--- src/source/lstm_shape_pkg.sv ---
package lstm_shape_pkg;

	////////////////////////////////////////
	// Network dimensions
	////////////////////////////////////////

	// Dot product length
	localparam int NUM_CELL = 4;
	// Dot products per timestep
	localparam int NUM_INPUT = 3;
	localparam int TIMESTEP = 3;

	// Delta store, one word per cell per timestep
	localparam int D_DEPTH = NUM_CELL * TIMESTEP;
	// Weight store, NUM_INPUT columns by NUM_CELL rows
	localparam int W_DEPTH = NUM_CELL * NUM_INPUT;
	// Wide enough for the larger store
	localparam int ADDR_W = $clog2((D_DEPTH > W_DEPTH) ? D_DEPTH : W_DEPTH);

	// Base of the last timestep in the delta store
	localparam int D_LAST_BASE = (TIMESTEP - 1) * NUM_CELL;

	// Idle cycles after each dot product
	localparam int DELAY = 2;
	// Results per run
	localparam int NUM_DOTS = TIMESTEP * NUM_INPUT;

	typedef logic [ADDR_W-1:0] addr_t;

	// Address generator sequencing
	typedef enum logic [1:0] {AG_IDLE, AG_STREAM, AG_GAP} ag_state_e;

endpackage

--- src/source/lstm_fixed_pkg.sv ---
package lstm_fixed_pkg;

	////////////////////////////////////////
	// Fixed-point formats
	////////////////////////////////////////

	// Q7.8 values
	localparam int DATA_W = 16;
	localparam int FRAC_BITS = 8;
	// Full precision product of two values
	localparam int PROD_W = 2 * DATA_W;
	// Headroom for long dot products
	localparam int ACC_W = 40;

	typedef logic signed [DATA_W-1:0] dat_t;
	typedef logic signed [PROD_W-1:0] prod_t;
	typedef logic signed [ACC_W-1:0] acc_t;

	////////////////////////////////////////
	// Saturation limits
	////////////////////////////////////////

	// Largest positive value
	localparam dat_t DAT_MAX = {1'b0, {(DATA_W-1){1'b1}}};
	// Most negative value
	localparam dat_t DAT_MIN = {1'b1, {(DATA_W-1){1'b0}}};

endpackage

--- src/source/bp_sram.sv ---
`timescale 1ns/1ps

module bp_sram #(
	parameter int DEPTH = 12
) (
	input  logic                  clk,
	input  logic                  i_we,
	input  lstm_shape_pkg::addr_t i_waddr,
	input  lstm_shape_pkg::addr_t i_raddr,
	input  lstm_fixed_pkg::dat_t  i_wdata,
	output lstm_fixed_pkg::dat_t  o_rdata
);
	import lstm_fixed_pkg::*;

	// Storage array
	dat_t mem [DEPTH];

	// Write port, loaded from outside while idle
	always_ff @(posedge clk)
	begin
		if (i_we)
		begin
			mem[i_waddr] <= i_wdata;
		end
	end

	// Read port with one cycle latency
	always_ff @(posedge clk)
	begin
		o_rdata <= mem[i_raddr];
	end

	////////////////////////////////////////
	// Checks
	////////////////////////////////////////

	// Loader must not write past the array
	assert property (@(posedge clk) i_we |-> (int'(i_waddr) < DEPTH));

endmodule

--- src/source/addr_gen_bp_dxdout.sv ---
`timescale 1ns/1ps

module addr_gen_bp_dxdout (
	input  logic                  clk,
	input  logic                  rst,
	input  logic                  i_start,
	output lstm_shape_pkg::addr_t o_addr_d,
	output lstm_shape_pkg::addr_t o_addr_w,
	output logic                  o_rd_vld,
	output logic                  o_rd_last,
	output logic                  o_busy,
	output logic                  o_done
);
	import lstm_shape_pkg::*;

	ag_state_e state;

	// Element position inside the current dot product
	addr_t cell_cnt;
	// Idle cycles spent after a dot product
	addr_t gap_cnt;
	// Input being processed within the timestep
	addr_t in_idx;
	// Start addresses of the next dot product
	addr_t off_d;
	addr_t off_w;

	// Final dot product is the last input of timestep 0
	logic last_dot;

	assign last_dot = (in_idx == addr_t'(NUM_INPUT - 1)) && (off_d == '0);
	assign o_busy = (state != AG_IDLE);

	////////////////////////////////////////
	// Sequencer
	////////////////////////////////////////

	always_ff @(posedge clk or posedge rst)
	begin
		if (rst)
		begin
			state     <= AG_IDLE;
			o_addr_d  <= '0;
			o_addr_w  <= '0;
			o_rd_vld  <= 1'b0;
			o_rd_last <= 1'b0;
			o_done    <= 1'b0;
			cell_cnt  <= '0;
			gap_cnt   <= '0;
			in_idx    <= '0;
			off_d     <= '0;
			off_w     <= '0;
		end
		else
		begin
			// Single cycle pulse by default
			o_done <= 1'b0;
			case (state)
				AG_IDLE:
				begin
					// Walk begins at the last timestep, first input
					if (i_start)
					begin
						state     <= AG_STREAM;
						o_addr_d  <= addr_t'(D_LAST_BASE);
						o_addr_w  <= '0;
						o_rd_vld  <= 1'b1;
						o_rd_last <= (NUM_CELL == 1);
						cell_cnt  <= '0;
						in_idx    <= '0;
						off_d     <= addr_t'(D_LAST_BASE);
						off_w     <= '0;
					end
				end
				AG_STREAM:
				begin
					if (cell_cnt == addr_t'(NUM_CELL - 1))
					begin
						// Final element of this dot product is on the bus
						o_rd_vld  <= 1'b0;
						o_rd_last <= 1'b0;
						gap_cnt   <= '0;
						if (last_dot)
						begin
							state  <= AG_IDLE;
							o_done <= 1'b1;
						end
						else
						begin
							state <= AG_GAP;
						end
						// Input wrap moves down one timestep
						if (in_idx == addr_t'(NUM_INPUT - 1))
						begin
							in_idx <= '0;
							off_w  <= '0;
							off_d  <= off_d - addr_t'(NUM_CELL);
						end
						else
						begin
							in_idx <= in_idx + addr_t'(1);
							off_w  <= off_w + addr_t'(1);
						end
					end
					else
					begin
						// Delta is contiguous, weight strides one row
						cell_cnt  <= cell_cnt + addr_t'(1);
						o_addr_d  <= o_addr_d + addr_t'(1);
						o_addr_w  <= o_addr_w + addr_t'(NUM_INPUT);
						o_rd_vld  <= 1'b1;
						o_rd_last <= (cell_cnt == addr_t'(NUM_CELL - 2));
					end
				end
				AG_GAP:
				begin
					if (gap_cnt == addr_t'(DELAY - 1))
					begin
						// Relaunch from the stored offsets
						state     <= AG_STREAM;
						o_addr_d  <= off_d;
						o_addr_w  <= off_w;
						o_rd_vld  <= 1'b1;
						o_rd_last <= (NUM_CELL == 1);
						cell_cnt  <= '0;
					end
					else
					begin
						gap_cnt <= gap_cnt + addr_t'(1);
					end
				end
				default:
				begin
					state <= AG_IDLE;
				end
			endcase
		end
	end

	////////////////////////////////////////
	// Checks
	////////////////////////////////////////

	// Reads stay inside both stores
	assert property (@(posedge clk) disable iff (rst)
		o_rd_vld |-> (int'(o_addr_d) < D_DEPTH) && (int'(o_addr_w) < W_DEPTH));

	// Last only marks a real element
	assert property (@(posedge clk) disable iff (rst) o_rd_last |-> o_rd_vld);

endmodule

--- src/source/dot_accum.sv ---
`timescale 1ns/1ps

module dot_accum (
	input  logic                 clk,
	input  logic                 rst,
	input  logic                 i_vld,
	input  logic                 i_last,
	input  lstm_fixed_pkg::dat_t i_d,
	input  lstm_fixed_pkg::dat_t i_w,
	output lstm_fixed_pkg::dat_t o_dx,
	output logic                 o_dx_vld
);
	import lstm_fixed_pkg::*;

	// Strobes lined up with memory read data
	logic  vld_q;
	logic  last_q;
	// Product stage
	prod_t prod;
	logic  prod_vld;
	logic  prod_last;
	// Sum stage
	acc_t  acc;
	acc_t  sum_next;
	acc_t  sum_shift;
	dat_t  sum_sat;

	////////////////////////////////////////
	// Strobe pipeline
	////////////////////////////////////////

	always_ff @(posedge clk or posedge rst)
	begin
		if (rst)
		begin
			vld_q     <= 1'b0;
			last_q    <= 1'b0;
			prod_vld  <= 1'b0;
			prod_last <= 1'b0;
		end
		else
		begin
			vld_q     <= i_vld;
			last_q    <= i_vld & i_last;
			prod_vld  <= vld_q;
			prod_last <= last_q;
		end
	end

	// Full precision product
	always_ff @(posedge clk)
	begin
		if (vld_q)
		begin
			prod <= i_d * i_w;
		end
	end

	////////////////////////////////////////
	// Accumulate, scale, saturate
	////////////////////////////////////////

	always_comb
	begin
		sum_next = acc + acc_t'(prod);
		// Drop fraction bits, rounds toward minus infinity
		sum_shift = sum_next >>> FRAC_BITS;
		if (sum_shift > acc_t'(DAT_MAX))
			sum_sat = DAT_MAX;
		else if (sum_shift < acc_t'(DAT_MIN))
			sum_sat = DAT_MIN;
		else
			sum_sat = dat_t'(sum_shift);
	end

	// Running sum, back to zero once a dot product closes
	always_ff @(posedge clk or posedge rst)
	begin
		if (rst)
		begin
			acc      <= '0;
			o_dx_vld <= 1'b0;
		end
		else
		begin
			o_dx_vld <= prod_vld & prod_last;
			if (prod_vld)
			begin
				acc <= prod_last ? '0 : sum_next;
			end
		end
	end

	// Result register
	always_ff @(posedge clk)
	begin
		if (prod_vld && prod_last)
		begin
			o_dx <= sum_sat;
		end
	end

	// Gap between dot products keeps results apart
	assert property (@(posedge clk) disable iff (rst) o_dx_vld |=> !o_dx_vld);

endmodule

--- src/source/bp_dxdout_top.sv ---
`timescale 1ns/1ps

module bp_dxdout_top (
	input  logic                  clk,
	input  logic                  rst,
	input  logic                  i_start,
	// Delta store load port
	input  logic                  i_d_we,
	input  lstm_shape_pkg::addr_t i_d_waddr,
	input  lstm_fixed_pkg::dat_t  i_d_wdata,
	// Weight store load port
	input  logic                  i_w_we,
	input  lstm_shape_pkg::addr_t i_w_waddr,
	input  lstm_fixed_pkg::dat_t  i_w_wdata,
	// Results
	output lstm_fixed_pkg::dat_t  o_dx,
	output logic                  o_dx_vld,
	output logic                  o_busy,
	output logic                  o_done
);
	import lstm_shape_pkg::*;
	import lstm_fixed_pkg::*;

	// Read side of both stores
	addr_t addr_d;
	addr_t addr_w;
	logic  rd_vld;
	logic  rd_last;
	dat_t  d_rdata;
	dat_t  w_rdata;

	////////////////////////////////////////
	// Sequencer
	////////////////////////////////////////

	addr_gen_bp_dxdout ag0 (
		.clk       (clk),
		.rst       (rst),
		.i_start   (i_start),
		.o_addr_d  (addr_d),
		.o_addr_w  (addr_w),
		.o_rd_vld  (rd_vld),
		.o_rd_last (rd_last),
		.o_busy    (o_busy),
		.o_done    (o_done)
	);

	////////////////////////////////////////
	// Delta and weight stores
	////////////////////////////////////////

	bp_sram #(.DEPTH(D_DEPTH)) d_mem0 (
		.clk     (clk),
		.i_we    (i_d_we),
		.i_waddr (i_d_waddr),
		.i_raddr (addr_d),
		.i_wdata (i_d_wdata),
		.o_rdata (d_rdata)
	);

	bp_sram #(.DEPTH(W_DEPTH)) w_mem0 (
		.clk     (clk),
		.i_we    (i_w_we),
		.i_waddr (i_w_waddr),
		.i_raddr (addr_w),
		.i_wdata (i_w_wdata),
		.o_rdata (w_rdata)
	);

	// Multiply-accumulate
	dot_accum acc0 (
		.clk      (clk),
		.rst      (rst),
		.i_vld    (rd_vld),
		.i_last   (rd_last),
		.i_d      (d_rdata),
		.i_w      (w_rdata),
		.o_dx     (o_dx),
		.o_dx_vld (o_dx_vld)
	);

endmodule

--- config.mk ---
export PLATFORM = sky130hd
export DESIGN_NAME = bp_dxdout_top
export DESIGN_NICKNAME = d
export VERILOG_FILES = /design/src/source/lstm_shape_pkg.sv /design/src/source/lstm_fixed_pkg.sv /design/src/source/bp_sram.sv /design/src/source/addr_gen_bp_dxdout.sv /design/src/source/dot_accum.sv /design/src/source/bp_dxdout_top.sv
export SDC_FILE = /design/constraint.sdc
export NUM_CORES = 1
export LEC_CHECK = 0
export ABC_AREA = 1
export BUFFER_PORTS_ARGS = -buffer_cell sky130_fd_sc_hd__buf_2
export CORE_UTILIZATION = 40
export CTS_CLUSTER_DIAMETER = 200
export DETAILED_ROUTE_END_ITERATION = 12
export GPL_ROUTABILITY_DRIVEN = 1
export SLEW_MARGIN = 10
export SYNTH_ARGS = -nofsm -noshare
export SYNTH_HDL_FRONTEND = slang
export SYNTH_HIERARCHICAL = 1
export SYNTH_SLANG_ARGS = --single-unit
export TNS_END_PERCENT = 100
--- constraint.sdc ---
create_clock -name clk -period 6.25 [get_ports clk]
set_clock_uncertainty 0.15 [all_clocks]
set_input_delay 0.9375 -clock clk [delete_from_list [all_inputs] [get_ports clk]]
set_output_delay 0.9375 -clock clk [all_outputs]
set_load 0.05 [all_outputs]
==> flow_metrics.tcl, run 1 <==
set metrics [dict create \
    vias 24355 \
    crit_type "flip-flop to flip-flop" \
    multi_input_area_sq_um 16000 \
    dr.pass1.iters 5 \
    detail_route.wl_per_cell_um 15.9 \
    avgSynthCellArea_sq_um 9.05 \
    synth.most_common_cell "nand2_1" \
    netlist_area_sq_um 35200 \
    ant_nets 0 \
    grt_antenna_before_repair 5 \
    io_buffers 63 \
    grt_pass1_wl_mm 132 \
    slew_headroom 0.226 \
    tightest_slew_ns 1.16 \
    dp_slack_ns 0.0235 \
    yosysSeqAreaShare 0.441 \
    placement.cell_area_sq_um 37000 \
    synth_top_area_share 0.368 \
    ff_latch_area_sq_um 15500 \
    setup_viol 0 \
    ys_types 51 \
    outcome "finished, final reports clean" \
    num-nets-final 4400 \
    ys_ff_latch 540 \
    post_cts_buffers 0 \
    dp_hpwl_mm 57.3 \
    finalCritPeriodShare 0.961 \
    viasPerCell 4.72 \
    cp.arrival_ns 6.22 \
    ios 64 \
    fin_util 0.447 \
    grt_overflow 0 \
    drc 0 \
    cts_buffer_depth 3 \
    finalInstanceArea_sq_um 38900 \
    hold_viol 0 \
    root_buffer "clkbuf_16" \
    chipHeight_um 299 \
    period_needed_ns 6.01 \
    yosysTopAreaCell "edfxtp_1" \
    row_count 108 \
    die_x_um 299 \
    place_congestion 0.938 \
    drive_gt1_frac 0.0854 \
    syn_nets 4333 \
    drt_iter0_drc 1529 \
    cts_tree "done" \
    clock_sinks 540 \
    async_flop_share 0.141 \
    grt_pass1_vias 24341 \
    cts_htree_levels 2 \
    die-area_sq_um 89200 \
    crit_fanout 12 \
    grt_max_degree 89 \
    synth_cells 3889 \
    worst_slack_ns 0.242 \
    whs_ns 0.220 \
    cts_hold_buffers 0 \
    clk_pin_slew_worst_paths_ns 0.06 \
    coreArea_sq_um 87000 \
    drt-total-wl_mm 81.8 \
    n_fill_cell 8415 \
    cp.required_ns 6.47 \
    clock_latency_ns 0.64 \
    grtUsageTotal 0.187 \
    cts_made_buffers 59 \
    synth_commonest_cells "nand2_1 (1116), inv_1 (813), edfxtp_1 (432)" \
    synth-main-ff-cell "edfxtp_1" \
    min_path_type "flip-flop to flip-flop" \
    cp-end-kind "flip-flop" \
    areaGrowthSynthToFinish_pct 10.5 \
    fmax_mhz 166 \
    synth_edf_count 432 \
    cp-start-kind "flip-flop" \
    maxCapViolCount 0 \
    synth.area.top_cells "edfxtp_1 (37%), fa_1 (15%), nand2_1 (12%)" \
    initial_core_util 0.405 \
    yosys_warnings 6 \
    slew_viol_final 0 \
]
-- sequential cells by signal, indices dropped and copies added, names as in the netlist, 4 cells and up --
register / flops
acc0/acc: 40
ag0/off_w: 4
acc0/o_dx: 16
ag0/in_idx: 4
d_mem0/mem: 192
w_mem0/mem: 192
d_mem0/o_rdata: 16
ag0/gap_cnt: 4
w_mem0/o_rdata: 16
ag0/cell_cnt: 4
ag0/o_addr_d: 4
acc0/prod: 32
ag0/o_addr_w: 4
-- per-stage QoR --
stage	cells	setup TNS [ns]
2_1_floorplan	3889	0
3_3_place_gp	5050	0
3_5_place_dp	5050	0
4_1_cts	5160	0
5_1_grt	5161	-0.132
6_report	5161	0
-- layer usage --
metal  track usage  share of wire  wire (um)  up-vias
li1              -              -          -    12126
met1         0.252           0.45      37000    11589
met2         0.312           0.47      38500      503
met3        0.0279          0.048       3910      129
met4        0.0581          0.028       2320        8
met5             0        0.00066         54        -
-- path summary, 6_finish.rpt --
path                               startpoint              to  slack (ns)  depth (start not counted)
max in group asynchronous                 rst    acc0/acc[22]        4.88                          2
max                        d_mem0/o_rdata[15]   acc0/prod[31]        0.24                         21
min                               acc0/last_q  acc0/prod_last        0.22                          0
min in group asynchronous                 rst  ag0/gap_cnt[0]        0.26                          3
max reg2reg                d_mem0/o_rdata[15]   acc0/prod[31]        0.24                         21
min reg2reg                       acc0/last_q  acc0/prod_last        0.22                          0
-- logic make-up after synthesis --
| kind of cell | synth area share |
|---|---|
| DFF | 0.441 |
| and+or+nand+nor | 0.193 |
| xor gates and xnor gates | 0.0171 |
| adders and majority gates | 0.198 |
| AOI/OAI and AO/OA | 0.0434 |
| buffers and inverters | 0.108 |
-- layout by cell type (no fill, tap or decap), types with 16 or more instances in the layout --
cell type / Yosys / layout
nor2_2: 11 / 27
xnor2_1: 24 / 24
inv_1: 813 / 812
buf_2: 39 / 63
dfxtp_1: 32 / 20
nand3_1: 259 / 259
fa_1: 263 / 262
clkinv_1: 3 / 16
nor2_1: 193 / 177
ha_1: 136 / 136
o21ai_1: 36 / 36
nand2_1: 1116 / 1116
a21oi_1: 73 / 72
edfxtp_1: 432 / 432
buf_4: 14 / 86
o21ai_0: 101 / 101
xor2_1: 41 / 41
clkbuf_16: 0 / 59
a22o_1: 18 / 18
nand4_1: 18 / 18
dfrtp_1: 76 / 73
-- what timing repair did --
action,CTS,global route
endpoints found under the setup margin,1,9
gates cloned,0,0
endpoints found under the hold margin,0,0
gates resized for setup,2,17
-- area by class of cell --
cell class / instances / share of cell area
diodes: 1 / 0.0000643
clock buffers: 74 / 0.0407
clock inverters: 36 / 0.00833
inverters: 823 / 0.0794
multi-input cells: 2382 / 0.410
flip-flops and latches: 540 / 0.399
well taps: 1155 / 0.0371
repair buffers: 150 / 0.0252
-- critical path, stage by stage (launching register included) --
cell and delay [ns]:
dfxtp_1 0.44, buf_12 0.17, nand2_1 0.14, fa_1 0.55, inv_1 0.06, fa_1 0.53
fa_1 0.45, fa_1 0.50, fa_1 0.51, inv_1 0.06, fa_1 0.47, inv_1 0.04
ha_1 0.31, nand2_1 0.12, nor4_2 0.36, nand4_1 0.13, nand3_1 0.15, nand2_1 0.07
nand2_1 0.13, a21boi_2 0.09, o21ai_0 0.21, xor2_1 0.09
Power of run 1 is not shown: default switching activity piles up to over one toggle a cycle in this logic, so the estimate is an artifact.
==> run 2, diff against run 1 <==
clock period = 6.8 ns   (was 6.25 ns; I/O delays follow)
==> flow_metrics.tcl, run 2 (synthesis gave the netlist of run 1 again) <==
set metrics [dict create \
    cp-end-kind "flip-flop" \
    n_antenna_cell 0 \
    grt_pass1_wl_mm 134 \
    hold_start "acc0/last_q" \
    cts_buffer_depth 3 \
    hold_viol 0 \
    io_buffers 63 \
    ff_latch_area_sq_um 15500 \
    cts_htree_levels 2 \
    outcome "finished, final reports clean" \
    crit_fanout 16 \
    fmax_mhz 157 \
    clock_latency_ns 0.66 \
    tns_ns 0 \
    met2_usage 0.321 \
    cts_tree "done" \
    clock_sinks 540 \
    place_congestion 0.932 \
    drive_gt1_frac 0.0728 \
    detail_route.wl_per_cell_um 16.2 \
    slew_viol_final 0 \
    coreArea_sq_um 87000 \
    slew_headroom 0.245 \
    drt-total-wl_mm 83.1 \
    dp_hpwl_mm 58.2 \
    viasPerCell 4.78 \
    grt-busiest-layer "met2" \
    grt_antenna_before_repair 5 \
    maxCapViolCount 0 \
    root_buffer "clkbuf_16" \
    setup_viol 0 \
    worst_slack_ns 0.438 \
    tightest_slew_ns 1.13 \
    r2r-end "acc0/prod[31]" \
    finalCritPeriodShare 0.936 \
    hold_end "acc0/prod_last" \
    die_x_um 299 \
    areaGrowthSynthToFinish_pct 9.73 \
    die-area_sq_um 89200 \
    reg2reg_depth 20 \
    final_common_cell "nand2_1" \
    clk_pin_slew_worst_paths_ns 0.06 \
    drt_iter0_drc 1582 \
    crit_type "flip-flop to flip-flop" \
    dr.pass1.iters 6 \
    num-nets-final 4366 \
    ant_nets 0 \
    use_met3 0.0266 \
    grtUsageTotal 0.191 \
    layout_common_cells "nand2_1 (1116), inv_1 (812), edfxtp_1 (432)" \
    met1_usage 0.254 \
    r2r-start "w_mem0/o_rdata[3]" \
    n_fill_cell 8401 \
    drc 0 \
    whs_path_depth 0 \
    ios 64 \
    rrSetupSlack_ns 0.44 \
    vias 24476 \
    chipHeight_um 299 \
    cp.arrival_ns 6.60 \
    dp_slack_ns 0.385 \
    grt_pass1_vias 24437 \
    multi_input_area_sq_um 15900 \
    grt_overflow 0 \
    period_needed_ns 6.36 \
    cts_made_buffers 59 \
    post_cts_buffers 0 \
    row_count 108 \
    reg_top3 "d_mem0/mem: 192 flops, w_mem0/mem: 192 flops, acc0/acc: 40 flops" \
    rsz0062_at_grt "no" \
    initial_core_util 0.405 \
    min_path_type "flip-flop to flip-flop" \
    cp.required_ns 7.04 \
    cp-start-kind "flip-flop" \
    grt_max_degree 94 \
]
==> run 2: how the worst max path moves through the flow <==
| stage | to | cells after the start | start |
|---|---|---|---|
| 3_3_place_gp | acc0/prod[31] | 20 | d_mem0/o_rdata[15] |
| 6_report | acc0/prod[31] | 20 | w_mem0/o_rdata[3] |
| 4_1_cts | acc0/prod[31] | 20 | w_mem0/o_rdata[4] |
| 5_1_grt | acc0/prod[31] | 20 | w_mem0/o_rdata[10] |
| 3_5_place_dp | acc0/prod[31] | 20 | w_mem0/o_rdata[4] |
| 2_1_floorplan | acc0/prod[31] | 19 | w_mem0/o_rdata[5] |
==> run 2: layer usage <==
metal,up-vias,share of wire
met5,-,0.00036
met4,6,0.031
met3,149,0.054
met2,598,0.48
met1,11658,0.44
li1,12065,-
==> run 2: stage by stage <==
| stage | hold WS (ns) | instance area, sq um | utilization | std cells |
|---|---|---|---|---|
| 2_1_floorplan | 0.181 | 35200 | - | 3889 |
| 3_3_place_gp | 0.183 | 36700 | 0.422 | 5016 |
| 3_5_place_dp | 0.187 | 36700 | 0.422 | 5016 |
| 4_1_cts | 0.201 | 38600 | 0.444 | 5124 |
| 5_1_grt | 0.207 | 38600 | 0.444 | 5124 |
| 6_report | 0.199 | 38600 | 0.444 | 5124 |
==> run 2: cell type report <==
| type | instances | share of cell area |
|---|---|---|
| Timing Repair Buffer | 116 | 0.0185 |
| Inverter | 823 | 0.0800 |
| Multi-Input combinational cell | 2382 | 0.412 |
| Clock inverter | 33 | 0.0103 |
| Sequential cell | 540 | 0.402 |
| Tap cell | 1155 | 0.0374 |
| Clock buffer | 75 | 0.0398 |
==> run 2: critical path: stages, from the launching register on <==
cell	delay (ns)
dfxtp_1	0.75
nand2_1	0.12
inv_1	0.10
fa_1	0.55
fa_1	0.56
fa_1	0.44
fa_1	0.51
fa_1	0.50
inv_1	0.05
fa_1	0.48
inv_1	0.04
ha_1	0.35
nand2_1	0.11
nor4_1	0.40
nand4_1	0.14
nand3_1	0.18
nand2_1	0.08
nand2_1	0.12
a21boi_0	0.17
o21ai_0	0.22
xor2_1	0.09
==> run 2: what timing repair did <==
action	in CTS	in global routing
endpoints found under the setup margin	0	2
hold buffers	0	0
hold endpoints to repair	0	0
resized for setup	0	2
Power of run 2 is left out for the same reason.
==> run 3, diff against run 2 <==
clock period = 5.6 ns   (was 6.8 ns; I/O delays follow)
==> flow_metrics.tcl, run 3 (synthesis gave the netlist of run 1 again) <==
set metrics [dict create \
    cts_tree "done" \
    ant_nets 0 \
    ios 64 \
    grtUsageTotal 0.195 \
    worstPathCellList "buf_4 > nand2_1 > inv_1 > fa_1 > inv_1 > fa_2 > inv_1 > fa_1 > fa_2 > fa_1 > fa_1 > ha_4 > buf_4 > nand2_1 > nor2_2 > buf_4 > nand4_1 > nand3_2 > nand2_2 > nand2_2 > a31oi_1 > xor2_1" \
    setup_viol 3 \
    max_stage_delay_ns 0.55 \
    cp-start-kind "flip-flop" \
    slew_headroom 0.205 \
    outcome "complete, but fails checks" \
    slew_viol_final 0 \
    n_fill_cell 8155 \
    drc 0 \
    maxCapViolCount 0 \
    drive_gt1_frac 0.151 \
    hold_viol 0 \
    tightest_slew_ns 1.19 \
    root_buffer "clkbuf_16" \
    final_common_cell "nand2_1" \
    rsz0062_at_grt "yes" \
    period_needed_ns 5.67 \
    cp_common_cell "fa_1" \
    crit_fanout 9 \
    fin_util 0.473 \
    reg_top3 "d_mem0/mem: 192 flops, w_mem0/mem: 192 flops, acc0/acc: 40 flops" \
    coreArea_sq_um 87000 \
    worst_slack_ns -0.0681 \
    cts_htree_levels 2 \
    cp_slowest_cell "fa_1" \
    min_path_type "input pin to asynchronous set/reset pin" \
    dp_cells 5150 \
    dp_hpwl_mm 59.2 \
    grt_pass1_wl_mm 138 \
    fmax_mhz 176 \
    cts_buffer_depth 3 \
    chipHeight_um 299 \
    grt_antenna_before_repair 3 \
    dr.pass1.iters 5 \
    rrSetupSlack_ns -0.07 \
    initial_core_util 0.405 \
    cp.required_ns 5.84 \
    crit_type "flip-flop to flip-flop" \
    vias 25292 \
    layout_common_cells "nand2_1 (1086), inv_1 (786), edfxtp_1 (432)" \
    detail_route.wl_per_cell_um 16.0 \
    cp-end-kind "flip-flop" \
    finalNonFillerCells 5314 \
    die-area_sq_um 89200 \
    cpLargestDelayFamily "adder cells" \
    clock_sinks 540 \
    place_congestion 0.919 \
    drt-total-wl_mm 85.2 \
    whs_ns 0.140 \
    clk_pin_slew_worst_paths_ns 0.07 \
    grt_pass1_vias 25624 \
    clock_latency_ns 0.66 \
    crit_buf_inv 6 \
    viasPerCell 4.76 \
    cts_made_buffers 59 \
    row_count 108 \
    drt_iter0_drc 1779 \
    violations "negative setup slack" \
    areaGrowthSynthToFinish_pct 16.8 \
    die_x_um 299 \
    io_buffers 63 \
    grt_overflow 0 \
    cp.arrival_ns 5.91 \
    num-nets-final 4555 \
    grt_max_degree 88 \
    finalCritPeriodShare 1.01 \
]
[run 3: cell count changes in the layout (fill, tap and decap cells not counted), sizes merged, moves of 2 or more]
cell | previous run | this run
bufinv | 7 | 5
clkbuf | 75 | 85
buf | 116 | 303
clkinv | 25 | 19
[run 3: final timing paths]
| path | from | end | depth (start not counted) |
|---|---|---|---|
| worst max-delay path | d_mem0/o_rdata[7] | acc0/prod[28] | 22 |
| worst min-delay path | rst | ag0/o_done | 3 |
| worst max register to register | d_mem0/o_rdata[7] | acc0/prod[28] | 22 |
| worst min register to register | ag0/o_rd_vld | acc0/vld_q | 0 |
| max in group asynchronous | rst | acc0/acc[19] | 3 |
| min in group clk | ag0/o_rd_vld | acc0/vld_q | 0 |
[run 3: routing by layer]
metal	up-vias	share of wire	GRT usage
met5	-	0.00046	0
met4	6	0.030	0.0625
met3	145	0.046	0.0272
met2	500	0.48	0.328
met1	12190	0.44	0.260
li1	12451	-	-
[run 3: final cells by class]
type,instances,area [sq um],share of cell area
Multi-Input combinational cell,2382,16500,0.401
Sequential cell,540,15600,0.379
Inverter,823,3100,0.0753
Timing Repair Buffer,305,2580,0.0626
Clock buffer,83,1600,0.0388
Tap cell,1155,1450,0.0351
Clock inverter,25,317,0.00770
Antenna cell,1,2.50,0.0000608
[run 3: worst register-to-register path, stage by stage, from the launching register on]
cell,delay [ns]
dfxtp_4,0.41
buf_4,0.18
nand2_1,0.06
inv_1,0.05
fa_1,0.49
inv_1,0.05
fa_2,0.51
inv_1,0.05
fa_1,0.55
fa_2,0.45
fa_1,0.54
fa_1,0.46
ha_4,0.31
buf_4,0.12
nand2_1,0.14
nor2_2,0.14
buf_4,0.12
nand4_1,0.12
nand3_2,0.15
nand2_2,0.06
nand2_2,0.08
a31oi_1,0.09
xor2_1,0.14
[run 3: metrics by stage]
stage	area (sq um)	setup slack, ns	TNS, ns
detailed placement	37900	-0.345	-3.21
global route	41100	-0.258	-2.50
CTS	40600	-0.0241	-0.0544
floorplan	35300	0.00458	0
finish	41100	-0.0681	-0.104
global placement	37900	-0.284	-2.31
[run 3: what timing repair did]
action / CTS / global route
endpoints found under the setup margin: 17 / 17
cloned: 1 / 2
resized for setup: 132 / 94
pin swaps: 71 / 94
hold buffers: 0 / 0
buffers inserted: 30 / 23
Power of run 3 is left out for the same reason.
